## config.mk

```make
export PLATFORM = sky130hd
export DESIGN_NAME = analog_top
export DESIGN_NICKNAME = d
export VERILOG_FILES = /design/src/rp_pkg.sv /design/src/analog_top.sv /design/src/analog_regs.sv /design/src/dac_frontend.sv /design/src/adc_frontend.sv /design/src/linear_calib.sv
export SDC_FILE = /design/constraint.sdc
export NUM_CORES = 2
export LEC_CHECK = 0
export BUFFER_PORTS_ARGS = -buffer_cell sky130_fd_sc_hd__buf_2
export CAP_MARGIN = 40
export CORE_UTILIZATION = 25
export CTS_CLUSTER_DIAMETER = 120
export DETAILED_ROUTE_END_ITERATION = 12
export SYNTH_ARGS = -nofsm -noshare
export SYNTH_HDL_FRONTEND = slang
export SYNTH_SLANG_ARGS = --single-unit
```

## constraint.sdc

```tcl
create_clock -name adc_clk -period 8.5 [get_ports adc_clk]
set_clock_uncertainty 0.1 [all_clocks]
set_input_delay 0.425 -clock adc_clk [delete_from_list [all_inputs] [get_ports adc_clk]]
set_output_delay 0.425 -clock adc_clk [all_outputs]
set_load 0.005 [all_outputs]
```

## src/rp_pkg.sv

```systemverilog
`default_nettype none

package rp_pkg;

  //////////////////////////////
  // Channel and datapath widths
  //////////////////////////////

  // Default number of analog channels
  localparam int CHN_NUM = 2;

  // Sample width of ADC and DAC codes
  localparam int SMP_DW = 14;

  // Gain word width, signed Q2.14
  localparam int MUL_DW = 16;

  // Gain of 1.0 in Q2.14
  localparam logic [MUL_DW-1:0] UNITY_GAIN = 16'd16384;

  //////////////////////////////
  // System bus
  //////////////////////////////

  localparam int BUS_AW = 8;
  localparam int BUS_DW = 32;

  // Config word and its bits
  localparam logic [BUS_AW-1:0] CFG_ADDR = 8'h00;
  localparam int CFG_LOOP_BIT = 0;
  localparam int CFG_FB_BIT   = 1;

  // Calibration banks, channel n at base + 4*n
  localparam logic [BUS_AW-1:0] ADC_MUL_ADDR = 8'h10;
  localparam logic [BUS_AW-1:0] ADC_SUM_ADDR = 8'h20;
  localparam logic [BUS_AW-1:0] DAC_MUL_ADDR = 8'h30;
  localparam logic [BUS_AW-1:0] DAC_SUM_ADDR = 8'h40;

endpackage : rp_pkg

`default_nettype wire
```

## src/analog_top.sv

```systemverilog
`default_nettype none
`timescale 1ns/100ps

module analog_top #(
  parameter int CHN = rp_pkg::CHN_NUM,
  parameter int DW  = rp_pkg::SMP_DW,
  parameter int MW  = rp_pkg::MUL_DW
) (
  input  logic                          top_rst,
  input  logic                          adc_clk,
  // System bus
  input  logic [rp_pkg::BUS_AW-1:0]     sys_addr_i,
  input  logic [rp_pkg::BUS_DW-1:0]     sys_wdata_i,
  input  logic                          sys_wen_i,
  input  logic                          sys_ren_i,
  output logic [rp_pkg::BUS_DW-1:0]     sys_rdata_o,
  output logic                          sys_ack_o,
  // Raw converter codes
  input  logic        [CHN-1:0][DW-1:0] adc_dat_i,
  output logic        [CHN-1:0][DW-1:0] dac_dat_o,
  // Waveform and feedback samples
  input  logic signed [CHN-1:0][DW-1:0] gen_dat_i,
  input  logic signed [CHN-1:0][DW-1:0] fb_dat_i,
  // Calibrated ADC samples
  output logic signed [CHN-1:0][DW-1:0] adc_dat_o
);

  // Global switches
  logic                          digital_loop;
  logic                          fb_ena;
  // Per-channel calibration words
  logic signed [CHN-1:0][MW-1:0] adc_cfg_mul;
  logic signed [CHN-1:0][DW-1:0] adc_cfg_sum;
  logic signed [CHN-1:0][MW-1:0] dac_cfg_mul;
  logic signed [CHN-1:0][DW-1:0] dac_cfg_sum;
  // Calibrated DAC values, looped back to the ADC side
  logic signed [CHN-1:0][DW-1:0] dac_cal;

  //////////////////////////////
  // Register block
  //////////////////////////////

  analog_regs #(
    .CHN (CHN),
    .DW  (DW),
    .MW  (MW)
  ) u_regs (
    .adc_clk        (adc_clk),
    .top_rst        (top_rst),
    .sys_addr_i     (sys_addr_i),
    .sys_wdata_i    (sys_wdata_i),
    .sys_wen_i      (sys_wen_i),
    .sys_ren_i      (sys_ren_i),
    .sys_rdata_o    (sys_rdata_o),
    .sys_ack_o      (sys_ack_o),
    .digital_loop_o (digital_loop),
    .fb_ena_o       (fb_ena),
    .adc_mul_o      (adc_cfg_mul),
    .adc_sum_o      (adc_cfg_sum),
    .dac_mul_o      (dac_cfg_mul),
    .dac_sum_o      (dac_cfg_sum)
  );

  //////////////////////////////
  // ADC channels
  //////////////////////////////

  for (genvar i = 0; i < CHN; i++) begin : g_adc
    // Loop source is the matching DAC channel
    adc_frontend #(.DW (DW), .MW (MW)) u_adc (
      .adc_clk    (adc_clk),
      .top_rst    (top_rst),
      .raw_i      (adc_dat_i[i]),
      .loop_i     (digital_loop),
      .loop_dat_i (dac_cal[i]),
      .mul_i      (adc_cfg_mul[i]),
      .sum_i      (adc_cfg_sum[i]),
      .dat_o      (adc_dat_o[i])
    );
  end : g_adc

  //////////////////////////////
  // DAC channels
  //////////////////////////////

  for (genvar i = 0; i < CHN; i++) begin : g_dac
    dac_frontend #(.DW (DW), .MW (MW)) u_dac (
      .adc_clk  (adc_clk),
      .top_rst  (top_rst),
      .gen_i    (gen_dat_i[i]),
      .fb_i     (fb_dat_i[i]),
      .fb_ena_i (fb_ena),
      .mul_i    (dac_cfg_mul[i]),
      .sum_i    (dac_cfg_sum[i]),
      .cal_o    (dac_cal[i]),
      .dac_o    (dac_dat_o[i])
    );
  end : g_dac

endmodule : analog_top

`default_nettype wire

```

## src/analog_regs.sv

```systemverilog
`default_nettype none
`timescale 1ns/100ps

module analog_regs #(
  parameter int CHN = rp_pkg::CHN_NUM,
  parameter int DW  = rp_pkg::SMP_DW,
  parameter int MW  = rp_pkg::MUL_DW
) (
  input  logic                          adc_clk,
  input  logic                          top_rst,
  // System bus
  input  logic [rp_pkg::BUS_AW-1:0]     sys_addr_i,
  input  logic [rp_pkg::BUS_DW-1:0]     sys_wdata_i,
  input  logic                          sys_wen_i,
  input  logic                          sys_ren_i,
  output logic [rp_pkg::BUS_DW-1:0]     sys_rdata_o,
  output logic                          sys_ack_o,
  // Global switches
  output logic                          digital_loop_o,
  output logic                          fb_ena_o,
  // Calibration banks
  output logic signed [CHN-1:0][MW-1:0] adc_mul_o,
  output logic signed [CHN-1:0][DW-1:0] adc_sum_o,
  output logic signed [CHN-1:0][MW-1:0] dac_mul_o,
  output logic signed [CHN-1:0][DW-1:0] dac_sum_o
);

  import rp_pkg::*;

  // Combinational read value for the current address
  logic [BUS_DW-1:0] rd_val;

  // Byte address of channel ch in a bank
  function automatic logic [BUS_AW-1:0] chn_addr(input logic [BUS_AW-1:0] base, input int ch);
    return base + BUS_AW'(4 * ch);
  endfunction

  //////////////////////////////
  // Write side
  //////////////////////////////

  always_ff @(posedge adc_clk or posedge top_rst) begin
    if (top_rst) begin
      // Loop off, feedback off
      digital_loop_o <= 1'b0;
      fb_ena_o       <= 1'b0;
      // Unity gain, zero offset
      adc_mul_o      <= {CHN{MW'(UNITY_GAIN)}};
      adc_sum_o      <= '0;
      dac_mul_o      <= {CHN{MW'(UNITY_GAIN)}};
      dac_sum_o      <= '0;
    end else if (sys_wen_i) begin
      if (sys_addr_i == CFG_ADDR) begin
        digital_loop_o <= sys_wdata_i[CFG_LOOP_BIT];
        fb_ena_o       <= sys_wdata_i[CFG_FB_BIT];
      end
      // Unmatched addresses fall through untouched
      for (int ch = 0; ch < CHN; ch++) begin
        if (sys_addr_i == chn_addr(ADC_MUL_ADDR, ch)) adc_mul_o[ch] <= sys_wdata_i[MW-1:0];
        if (sys_addr_i == chn_addr(ADC_SUM_ADDR, ch)) adc_sum_o[ch] <= sys_wdata_i[DW-1:0];
        if (sys_addr_i == chn_addr(DAC_MUL_ADDR, ch)) dac_mul_o[ch] <= sys_wdata_i[MW-1:0];
        if (sys_addr_i == chn_addr(DAC_SUM_ADDR, ch)) dac_sum_o[ch] <= sys_wdata_i[DW-1:0];
      end
    end
  end

  //////////////////////////////
  // Read side
  //////////////////////////////

  // Address decode, zero for unmapped
  always_comb begin
    rd_val = '0;
    if (sys_addr_i == CFG_ADDR) begin
      rd_val[CFG_LOOP_BIT] = digital_loop_o;
      rd_val[CFG_FB_BIT]   = fb_ena_o;
    end
    // Signed fields sign-extended to bus width
    for (int ch = 0; ch < CHN; ch++) begin
      if (sys_addr_i == chn_addr(ADC_MUL_ADDR, ch))
        rd_val = {{(BUS_DW-MW){adc_mul_o[ch][MW-1]}}, adc_mul_o[ch]};
      if (sys_addr_i == chn_addr(ADC_SUM_ADDR, ch))
        rd_val = {{(BUS_DW-DW){adc_sum_o[ch][DW-1]}}, adc_sum_o[ch]};
      if (sys_addr_i == chn_addr(DAC_MUL_ADDR, ch))
        rd_val = {{(BUS_DW-MW){dac_mul_o[ch][MW-1]}}, dac_mul_o[ch]};
      if (sys_addr_i == chn_addr(DAC_SUM_ADDR, ch))
        rd_val = {{(BUS_DW-DW){dac_sum_o[ch][DW-1]}}, dac_sum_o[ch]};
    end
  end

  // Read data lands in the ack cycle
  always_ff @(posedge adc_clk) begin
    if (sys_ren_i) begin
      sys_rdata_o <= rd_val;
    end
  end

  // One-cycle ack after either strobe
  always_ff @(posedge adc_clk or posedge top_rst) begin
    if (top_rst) begin
      sys_ack_o <= 1'b0;
    end else begin
      sys_ack_o <= sys_wen_i | sys_ren_i;
    end
  end

endmodule : analog_regs

`default_nettype wire

```

## src/dac_frontend.sv

```systemverilog
`default_nettype none
`timescale 1ns/100ps

module dac_frontend #(
  parameter int DW = rp_pkg::SMP_DW,
  parameter int MW = rp_pkg::MUL_DW
) (
  input  logic                 adc_clk,
  input  logic                 top_rst,
  // Waveform and feedback sources
  input  logic signed [DW-1:0] gen_i,
  input  logic signed [DW-1:0] fb_i,
  input  logic                 fb_ena_i,
  // Calibration
  input  logic signed [MW-1:0] mul_i,
  input  logic signed [DW-1:0] sum_i,
  // Calibrated value for the digital loop
  output logic signed [DW-1:0] cal_o,
  // DAC code, offset binary with negative slope
  output logic        [DW-1:0] dac_o
);

  // Gated feedback sample
  logic signed [DW-1:0] fb_gate;
  // One guard bit for the sum
  logic signed [DW:0]   src_sum;
  logic signed [DW-1:0] src_sat;

  //////////////////////////////
  // Source sum
  //////////////////////////////

  assign fb_gate = fb_ena_i ? fb_i : {DW{1'b0}};
  assign src_sum = gen_i + fb_gate;

  // Top two bits disagree on overflow
  assign src_sat = (src_sum[DW] != src_sum[DW-1]) ?
                   {src_sum[DW], {(DW-1){~src_sum[DW]}}} :
                   src_sum[DW-1:0];

  //////////////////////////////
  // Calibration and output
  //////////////////////////////

  linear_calib #(.DW (DW), .MW (MW)) u_calib (
    .adc_clk (adc_clk),
    .top_rst (top_rst),
    .dat_i   (src_sat),
    .mul_i   (mul_i),
    .sum_i   (sum_i),
    .dat_o   (cal_o)
  );

  // Output register, 0x1FFF is the zero code
  always_ff @(posedge adc_clk or posedge top_rst) begin
    if (top_rst) begin
      dac_o <= {1'b0, {(DW-1){1'b1}}};
    end else begin
      dac_o <= {cal_o[DW-1], ~cal_o[DW-2:0]};
    end
  end

endmodule : dac_frontend

`default_nettype wire

```

## src/adc_frontend.sv

```systemverilog
`default_nettype none
`timescale 1ns/100ps

module adc_frontend #(
  parameter int DW = rp_pkg::SMP_DW,
  parameter int MW = rp_pkg::MUL_DW
) (
  input  logic                 adc_clk,
  input  logic                 top_rst,
  // Raw ADC code, offset binary with negative slope
  input  logic        [DW-1:0] raw_i,
  // Digital loop select and source
  input  logic                 loop_i,
  input  logic signed [DW-1:0] loop_dat_i,
  // Calibration
  input  logic signed [MW-1:0] mul_i,
  input  logic signed [DW-1:0] sum_i,
  output logic signed [DW-1:0] dat_o
);

  // Input sample in two's complement
  logic signed [DW-1:0] adc_smp;
  // Sample entering calibration
  logic signed [DW-1:0] cal_in;

  // Input register, keep the top bit and invert the rest
  always_ff @(posedge adc_clk or posedge top_rst) begin
    if (top_rst) begin
      adc_smp <= '0;
    end else begin
      adc_smp <= {raw_i[DW-1], ~raw_i[DW-2:0]};
    end
  end

  // Loop multiplexer, no register
  assign cal_in = loop_i ? loop_dat_i : adc_smp;

  // Gain and offset, two cycles
  linear_calib #(.DW (DW), .MW (MW)) u_calib (
    .adc_clk (adc_clk),
    .top_rst (top_rst),
    .dat_i   (cal_in),
    .mul_i   (mul_i),
    .sum_i   (sum_i),
    .dat_o   (dat_o)
  );

endmodule : adc_frontend

`default_nettype wire

```

## src/linear_calib.sv

```systemverilog
`default_nettype none
`timescale 1ns/100ps

module linear_calib #(
  parameter int DW = rp_pkg::SMP_DW,
  parameter int MW = rp_pkg::MUL_DW
) (
  input  logic                 adc_clk,
  input  logic                 top_rst,
  // Sample in
  input  logic signed [DW-1:0] dat_i,
  // Gain in Q2.(MW-2), offset in sample units
  input  logic signed [MW-1:0] mul_i,
  input  logic signed [DW-1:0] sum_i,
  // Calibrated sample out
  output logic signed [DW-1:0] dat_o
);

  // Product width after dropping MW-2 fraction bits
  localparam int PW = DW + 2;

  // Full product
  logic signed [DW+MW-1:0] mul_full;
  // Stage 1 register, shifted product
  logic signed [PW-1:0]    prd_reg;
  // Offset sum with one guard bit
  logic signed [PW:0]      sum_full;
  logic                    sum_ovf;

  //////////////////////////////
  // Stage 1, multiply and shift
  //////////////////////////////

  assign mul_full = dat_i * mul_i;

  // Dropping the low bits is a floor shift
  always_ff @(posedge adc_clk or posedge top_rst) begin
    if (top_rst) begin
      prd_reg <= '0;
    end else begin
      prd_reg <= mul_full[DW+MW-1:MW-2];
    end
  end

  //////////////////////////////
  // Stage 2, offset and saturate
  //////////////////////////////

  assign sum_full = prd_reg + sum_i;

  // In range only when all bits above DW-2 match
  assign sum_ovf = ~(&sum_full[PW:DW-1]) & (|sum_full[PW:DW-1]);

  always_ff @(posedge adc_clk or posedge top_rst) begin
    if (top_rst) begin
      dat_o <= '0;
    end else if (sum_ovf) begin
      // Clip to the rail on the side of the sign
      dat_o <= {sum_full[PW], {(DW-1){~sum_full[PW]}}};
    end else begin
      dat_o <= sum_full[DW-1:0];
    end
  end

endmodule : linear_calib

`default_nettype wire

```

[Yosys cells after proc, flatten, opt, wreduce, memory -nomap -nowiden]
Cells that the tools add are included.
Storage, ports and cells
  flip-flop bits (word level): 331
  logic and storage cells: 100
  input bits: 128
Operators by class
  $mul: 4
  muxes and demuxes: 19
  add/subtract/negate cells: 6
  reductions and logical operators: 18
  equality and inequality tests: 10
  bitwise operators: 19
Operators with widths (count)
  $mux W32: 8
  $mux W14: 10
  $mul A14 B16 Y30: 4
  $add A16 B14 Y17: 4
  $not A13 Y13: 4
  $eq A8 B6 Y1 const B: 4
  $add A14 B14 Y15: 2
  $reduce_and A2 Y1: 9
  $eq A8 B5 Y1 const B: 2
  $eq A8 B7 Y1 const B: 2
  $reduce_and A4 Y1: 4
  $reduce_or A4 Y1: 4
  $not A1 Y1: 10
  $logic_not A8 Y1: 1
  $and A1 B1 Y1: 4
  $mux W2: 1
  $ne A1 B1 Y1: 2
  $or A1 B1 Y1: 1

[Logic depth before layout (Yosys ltp)]
  depth in word-level cells: 10
  mapped depth: 42

[Cells and area by module]
A second synthesis with hierarchy kept.
Unflattened totals
  cells, all modules: 5068
  area total of the unflattened synthesis: 50118.1 µm²
By module, submodules not included
  linear_calib at g_adc[0].u_adc.u_calib: instances 1, area an instance 9848.2 µm², seq. area each 750.7 µm², cells an instance 1044
  linear_calib at g_dac[0].u_dac.u_calib: instances 1, area an instance 9831.9 µm², seq. area each 750.7 µm², cells an instance 1043
  linear_calib at g_adc[1].u_adc.u_calib: instances 1, area an instance 9765.6 µm², seq. area each 750.7 µm², cells an instance 1014
  linear_calib at g_dac[1].u_dac.u_calib: instances 1, area an instance 9673.0 µm², seq. area each 750.7 µm², cells an instance 1004
  analog_regs: instances 1, area an instance 6930.4 µm², seq. area each 3563.4 µm², cells an instance 553
  dac_frontend: instances 2, area an instance 1462.7 µm², seq. area each 366.6 µm², cells an instance 162
  adc_frontend: instances 2, area an instance 571.8 µm², seq. area each 350.3 µm², cells an instance 43

[Worst setup path after synthesis]
OpenSTA, ideal clock, no wires.
  kind: register to register
  from: register u_regs.fb_ena_o
  to: register g_dac[0].u_dac.u_calib.prd_reg[15]
  path slack: -0.563 ns
  buffers on the path: 4
  cell stages (with the launch flop): 40
  arrival: 8.877 ns
  library setup time: 0.087 ns
  clock period less this slack: 9.063 ns
  cells stage by stage: dfrtp_1 -> clkbuf_1 -> clkbuf_1 -> and2_1 -> ha_1 -> a21o_1 -> a21oi_1 -> o21bai_1 -> a21o_1 -> a21oi_1 -> o21ai_0 -> a2111oi_0 -> nor3_1 -> xor2_1 -> ha_1 -> inv_1 -> or2_2 -> clkbuf_1 -> [4 not listed] -> fa_1 -> inv_1 -> fa_1 -> fa_1 -> fa_1 -> inv_1 -> fa_1 -> inv_1 -> ha_1 -> inv_1 -> o21bai_1 -> a21oi_1 -> and4_1 -> nand3_1 -> nand3_1 -> o31ai_1 -> a21oi_1 -> o211ai_1
On the way
  word-level cells in the longest chain between the ends: 5
  elaborated cells on any way between the ends: 6
  those cells by class: add/sub: 1; mul: 1; eq/ne: 1; mux: 2; bitwise: 1
RTL lines
  from (decl): line analog_regs.sv:20  | output logic fb_ena_o,
  from (signal assigned): line analog_regs.sv:55  | fb_ena_o <= sys_wdata_i[CFG_FB_BIT];
  $mux W14 *: line dac_frontend.sv:33  | assign fb_gate = fb_ena_i ? fb_i : {DW{1'b0}};
  $add A14 B14 Y15 *: line dac_frontend.sv:34  | assign src_sum = gen_i + fb_gate;
  $ne A1 B1 Y1 / $not A1 Y1 (equally long branches): line dac_frontend.sv:37, dac_frontend.sv:38
  $mux W14 *: line dac_frontend.sv:37  | assign src_sat = (src_sum[DW] != src_sum[DW-1]) ?
  $mul A14 B16 Y30 *: line linear_calib.sv:34  | assign mul_full = dat_i * mul_i;
  via g_dac[0].u_dac.u_calib.mul_full[29]: line linear_calib.sv:23  | logic signed [DW+MW-1:0] mul_full;
  to (signal assigned): line linear_calib.sv:41  | prd_reg <= mul_full[DW+MW-1:MW-2];
  to (decl): line linear_calib.sv:25  | logic signed [PW-1:0] prd_reg;
Mark *: on every way through the listed nets, which the timed path passes. The rest lies on a longest branch.
A chain may end at the register's enable or synchronous reset.

[Worst setup path after layout]
Same ends and word-level chain as after synthesis.

==> flow_summary_export.csv <==
group,metric,value,unit
cts,clockBufferDepth,3,
sta,tightest_slew,0.920,ns
synthesis,synthTopCellsByArea,"fa_1, dfrtp_1, ha_1, inv_1, nand2_1",
worst_setup_path,r2r-end,"g_dac[0].u_dac.u_calib.prd_reg[15]",
synthesis,ys_ff_latch,315,
drt,vias_per_cell,4.53,
synthesis,synth_edf_count,16,
synthesis,avgSynthCellArea,9.79,µm²
synthesis,netlist_area,48300,µm²
sta,finalCritPeriodShare,103,%
global_route,grt_pass1_vias,39600,
synthesis,yosysWarnings,0,
placed_design,port_buffers,200,
sta,fmax,114,MHz
global_route,grt_overflow_total,0,
drt,wire_per_inst,18.6,µm
cts,cts_tree,"done",
cts,clock_latency,0.61,ns
synthesis,yosysTopAreaCell,"fa_1",
global_route,grt_antenna_before_repair,14,
die,dieArea,195000,µm²
cts,htree_levels,2,
synthesis,syn_inst,4933,
die,fp.dieH,442,µm
synthesis,async_flop_share,94.9,%
min_path,hold_start,"sys_wdata_i[15]",
sta,period_needed,8.74,ns
worst_setup_path,path_buf_inv,12,
drt,dr.pass1.iters,10,
layout,syn_to_final_growth,20.4,%
worst_setup_path,end_kind,"flop",
worst_setup_path,r2r_slack,-0.24,ns
synthesis,synth_ff_type,"dfrtp_1",
power_and_ir_drop,p_total,9690,µW
die,ioPinCount,217,
sta,finalSetupViolCount,22,
worst_setup_path,r2r_start,"u_regs.fb_ena_o",
sta,hold_viol,0,
layout,finalNetCount,6807,
layout,n_fill_cell,19800,
cts,root_buffer,"clkbuf_16",
die,rows,160,
sta,rsz0062_at_grt,"yes",
min_path,hp-class,"input port to flop",
die,fp.coreArea,191000,µm²
worst_setup_path,crit_start,"u_regs.fb_ena_o",
worst_setup_path,r2r.worst_path.cells,38,
synthesis,synth.top_cell.area_share,36.5,%
worst_setup_path,cp-start-kind,"flop",
worst_setup_path,setup.worst_path.class,"flop to flop",
worst_setup_path,arrival,9.14,ns
cts,clock_sinks,315,
worst_setup_path,slowest_stage,"fa_1",
layout,final_layout_size_suffix_gt1_share,20.6,%
drt,ant_nets,0,
worst_setup_path,crit_required,8.90,ns
synthesis,synth_cell_types,80,
worst_setup_path,crit_family,"adder cells",
sta,drv_slew,0,
placed_design,dpl.hpwl,120000,µm
die,die_width,442,µm
cts,cts-buffers-inserted,37,
synthesis,syn_nets,6307,
layout,multi_input_area,36900,µm²
run_status,violations,"negative setup slack",
drt,dr.first_iter.drc_count,2169,
placed_design,gp_congestion,0.929,
global_route,grt_pass1_wl,231000,µm
global_route,grt_use_total,15.3,%
flow_run,maxCapViolCount,0,
die,start_util,25.3,%
layout,regArea,8000,µm²
cts,clkTransAtPathRegs,0.07,ns
power_and_ir_drop,ir_drop,131,µV
worst_setup_path,crit_end,"g_dac[0].u_dac.u_calib.prd_reg[15]",
worst_setup_path,slowest_delay,0.57,ns
sta,setup_ws,-0.245,ns
drt,drt_wl_total,148000,µm
sta,slew_headroom,38.0,%
power_and_ir_drop,power_leakage,0.0285,µW
synthesis,synth_seq_area_share,16.6,%
power_and_ir_drop,p_per_area,167,nW/µm²
worst_setup_path,cp_max_fo,7,
global_route,grt_max_degree,160,
drt,vias,36200,
run_status,status,"finished, violations left",
layout,utilization,30.5,%
worst_setup_path,cp.depth,38,
drt,post-route-drc-count,0,
[cell usage after synthesis (7+ instances only)]
cell      number
nor3_1        40
a22oi_1       26
buf_4         18
a31oi_1       16
nand4_1        9
o31ai_1       11
clkbuf_1     167
buf_1         11
a222oi_1      13
nand2b_1      51
fa_1         880
o21a_1        23
mux2i_1       15
nand3_1       31
nor4b_1       13
a21oi_1      129
o211ai_1      18
dfstp_2       30
ha_1         366
dfrtp_1      269
or3_1         13
nand2_1      491
xnor2_1      118
o21bai_1      16
a21o_1        91
nor4_1         7
or2_2         42
edfxtp_1      16
and3_1        25
xor2_1        42
a211o_1       20
inv_1        997
and2_1       203
nor2_1       125
o21ai_1       14
mux2_2       140
nor2b_1      214
o21ai_0       92
a21boi_0      17
a211oi_1      18
[where the power goes]
part / leakage [µW] / total, µW / switching [µW] / internal (µW)
Clock: 0.000630 / 1760 / 739 / 1030
Combinational: 0.0240 / 5610 / 3150 / 2460
Sequential: 0.00385 / 2320 / 348 / 1970
Total: 0.0285 / 9690 / 4240 / 5450
[per-layer routing]
metal  track usage, %  share of wire (%)
met5                0              0.024
met4             10.4                7.4
met3             1.33                3.8
met2             27.4                 51
met1             17.3                 37
[kinds of logic (layout without fill, tap and decap cells)]
kind of cell / Yosys count / in the layout / share of synthesized area, %
AND/OR/NAND/NOR: 1284 / 1284 / 13.4
buffers and inverters: 1196 / 1725 / 9.44
AO/OA/AOI/OAI: 577 / 577 / 8.17
adder cells (fa/ha/maj): 1246 / 1246 / 45.9
flip-flops: 315 / 315 / 16.6
other: 0 / 18 / 0
XOR/XNOR: 160 / 160 / 2.90
multiplexers: 155 / 155 / 3.57
[worst min path at each step]
| stage | to | slack, ns | cells after the start |
|---|---|---|---|
| after floorplan | g_dac[0].u_dac.dac_o[13] | 0.25 | 0 |
| after global placement | g_dac[0].u_dac.dac_o[3] | 0.27 | 1 |
| after detailed placement | g_dac[0].u_dac.dac_o[3] | 0.27 | 1 |
| after CTS | u_regs.dac_mul_o[31] | 0.16 | 2 |
| after global routing | u_regs.dac_mul_o[15] | 0.17 | 2 |
| final | u_regs.dac_mul_o[31] | 0.18 | 2 |
[through the flow]
step,TNS [ns],instance area [µm²],std cells,setup WS [ns],hold slack (ns)
3_5_place_dp,-10.07,54400,7763,-0.536,0.271
5_1_grt,-12.46,58200,7985,-0.593,0.173
3_3_place_gp,-9.11,54300,7750,-0.564,0.269
2_1_floorplan,0,48600,4933,0.000111,0.253
6_report,-2.84,58200,7991,-0.245,0.183
4_1_cts,-1.81,57100,7923,-0.220,0.164
[area by class of cell]
class                      instances  share of cell area (%)
timing repair buffer             660                    8.67
clock inverter                    19                   0.458
clock buffer                      49                    1.78
antenna                           18                  0.0774
inverter                         997                    6.44
sequential                       315                    13.8
multi-input combinational       3422                    63.4
tap                             2511                    5.40
[layout by cell type (no fill, tap or decap), types with 90 or more instances in the layout]
| cell | count |
|---|---|
| nand2_1 | 480 |
| a21o_1 | 90 |
| ha_1 | 337 |
| nor2b_1 | 207 |
| a21oi_1 | 104 |
| buf_2 | 202 |
| fa_1 | 848 |
| and2_1 | 197 |
| dfrtp_1 | 267 |
| xnor2_1 | 113 |
| buf_4 | 356 |
| mux2_2 | 140 |
| nor2_1 | 119 |
| inv_1 | 976 |
[what timing repair did]
action,in CTS,in global routing
endpoints found under the hold margin,36,0
pin swaps,89,143
gates resized for setup,146,133
hold buffers,29,0
endpoints found under the setup margin,32,32
buffers inserted,60,46
gates cloned,4,5
(Power assumes the default switching activity.)
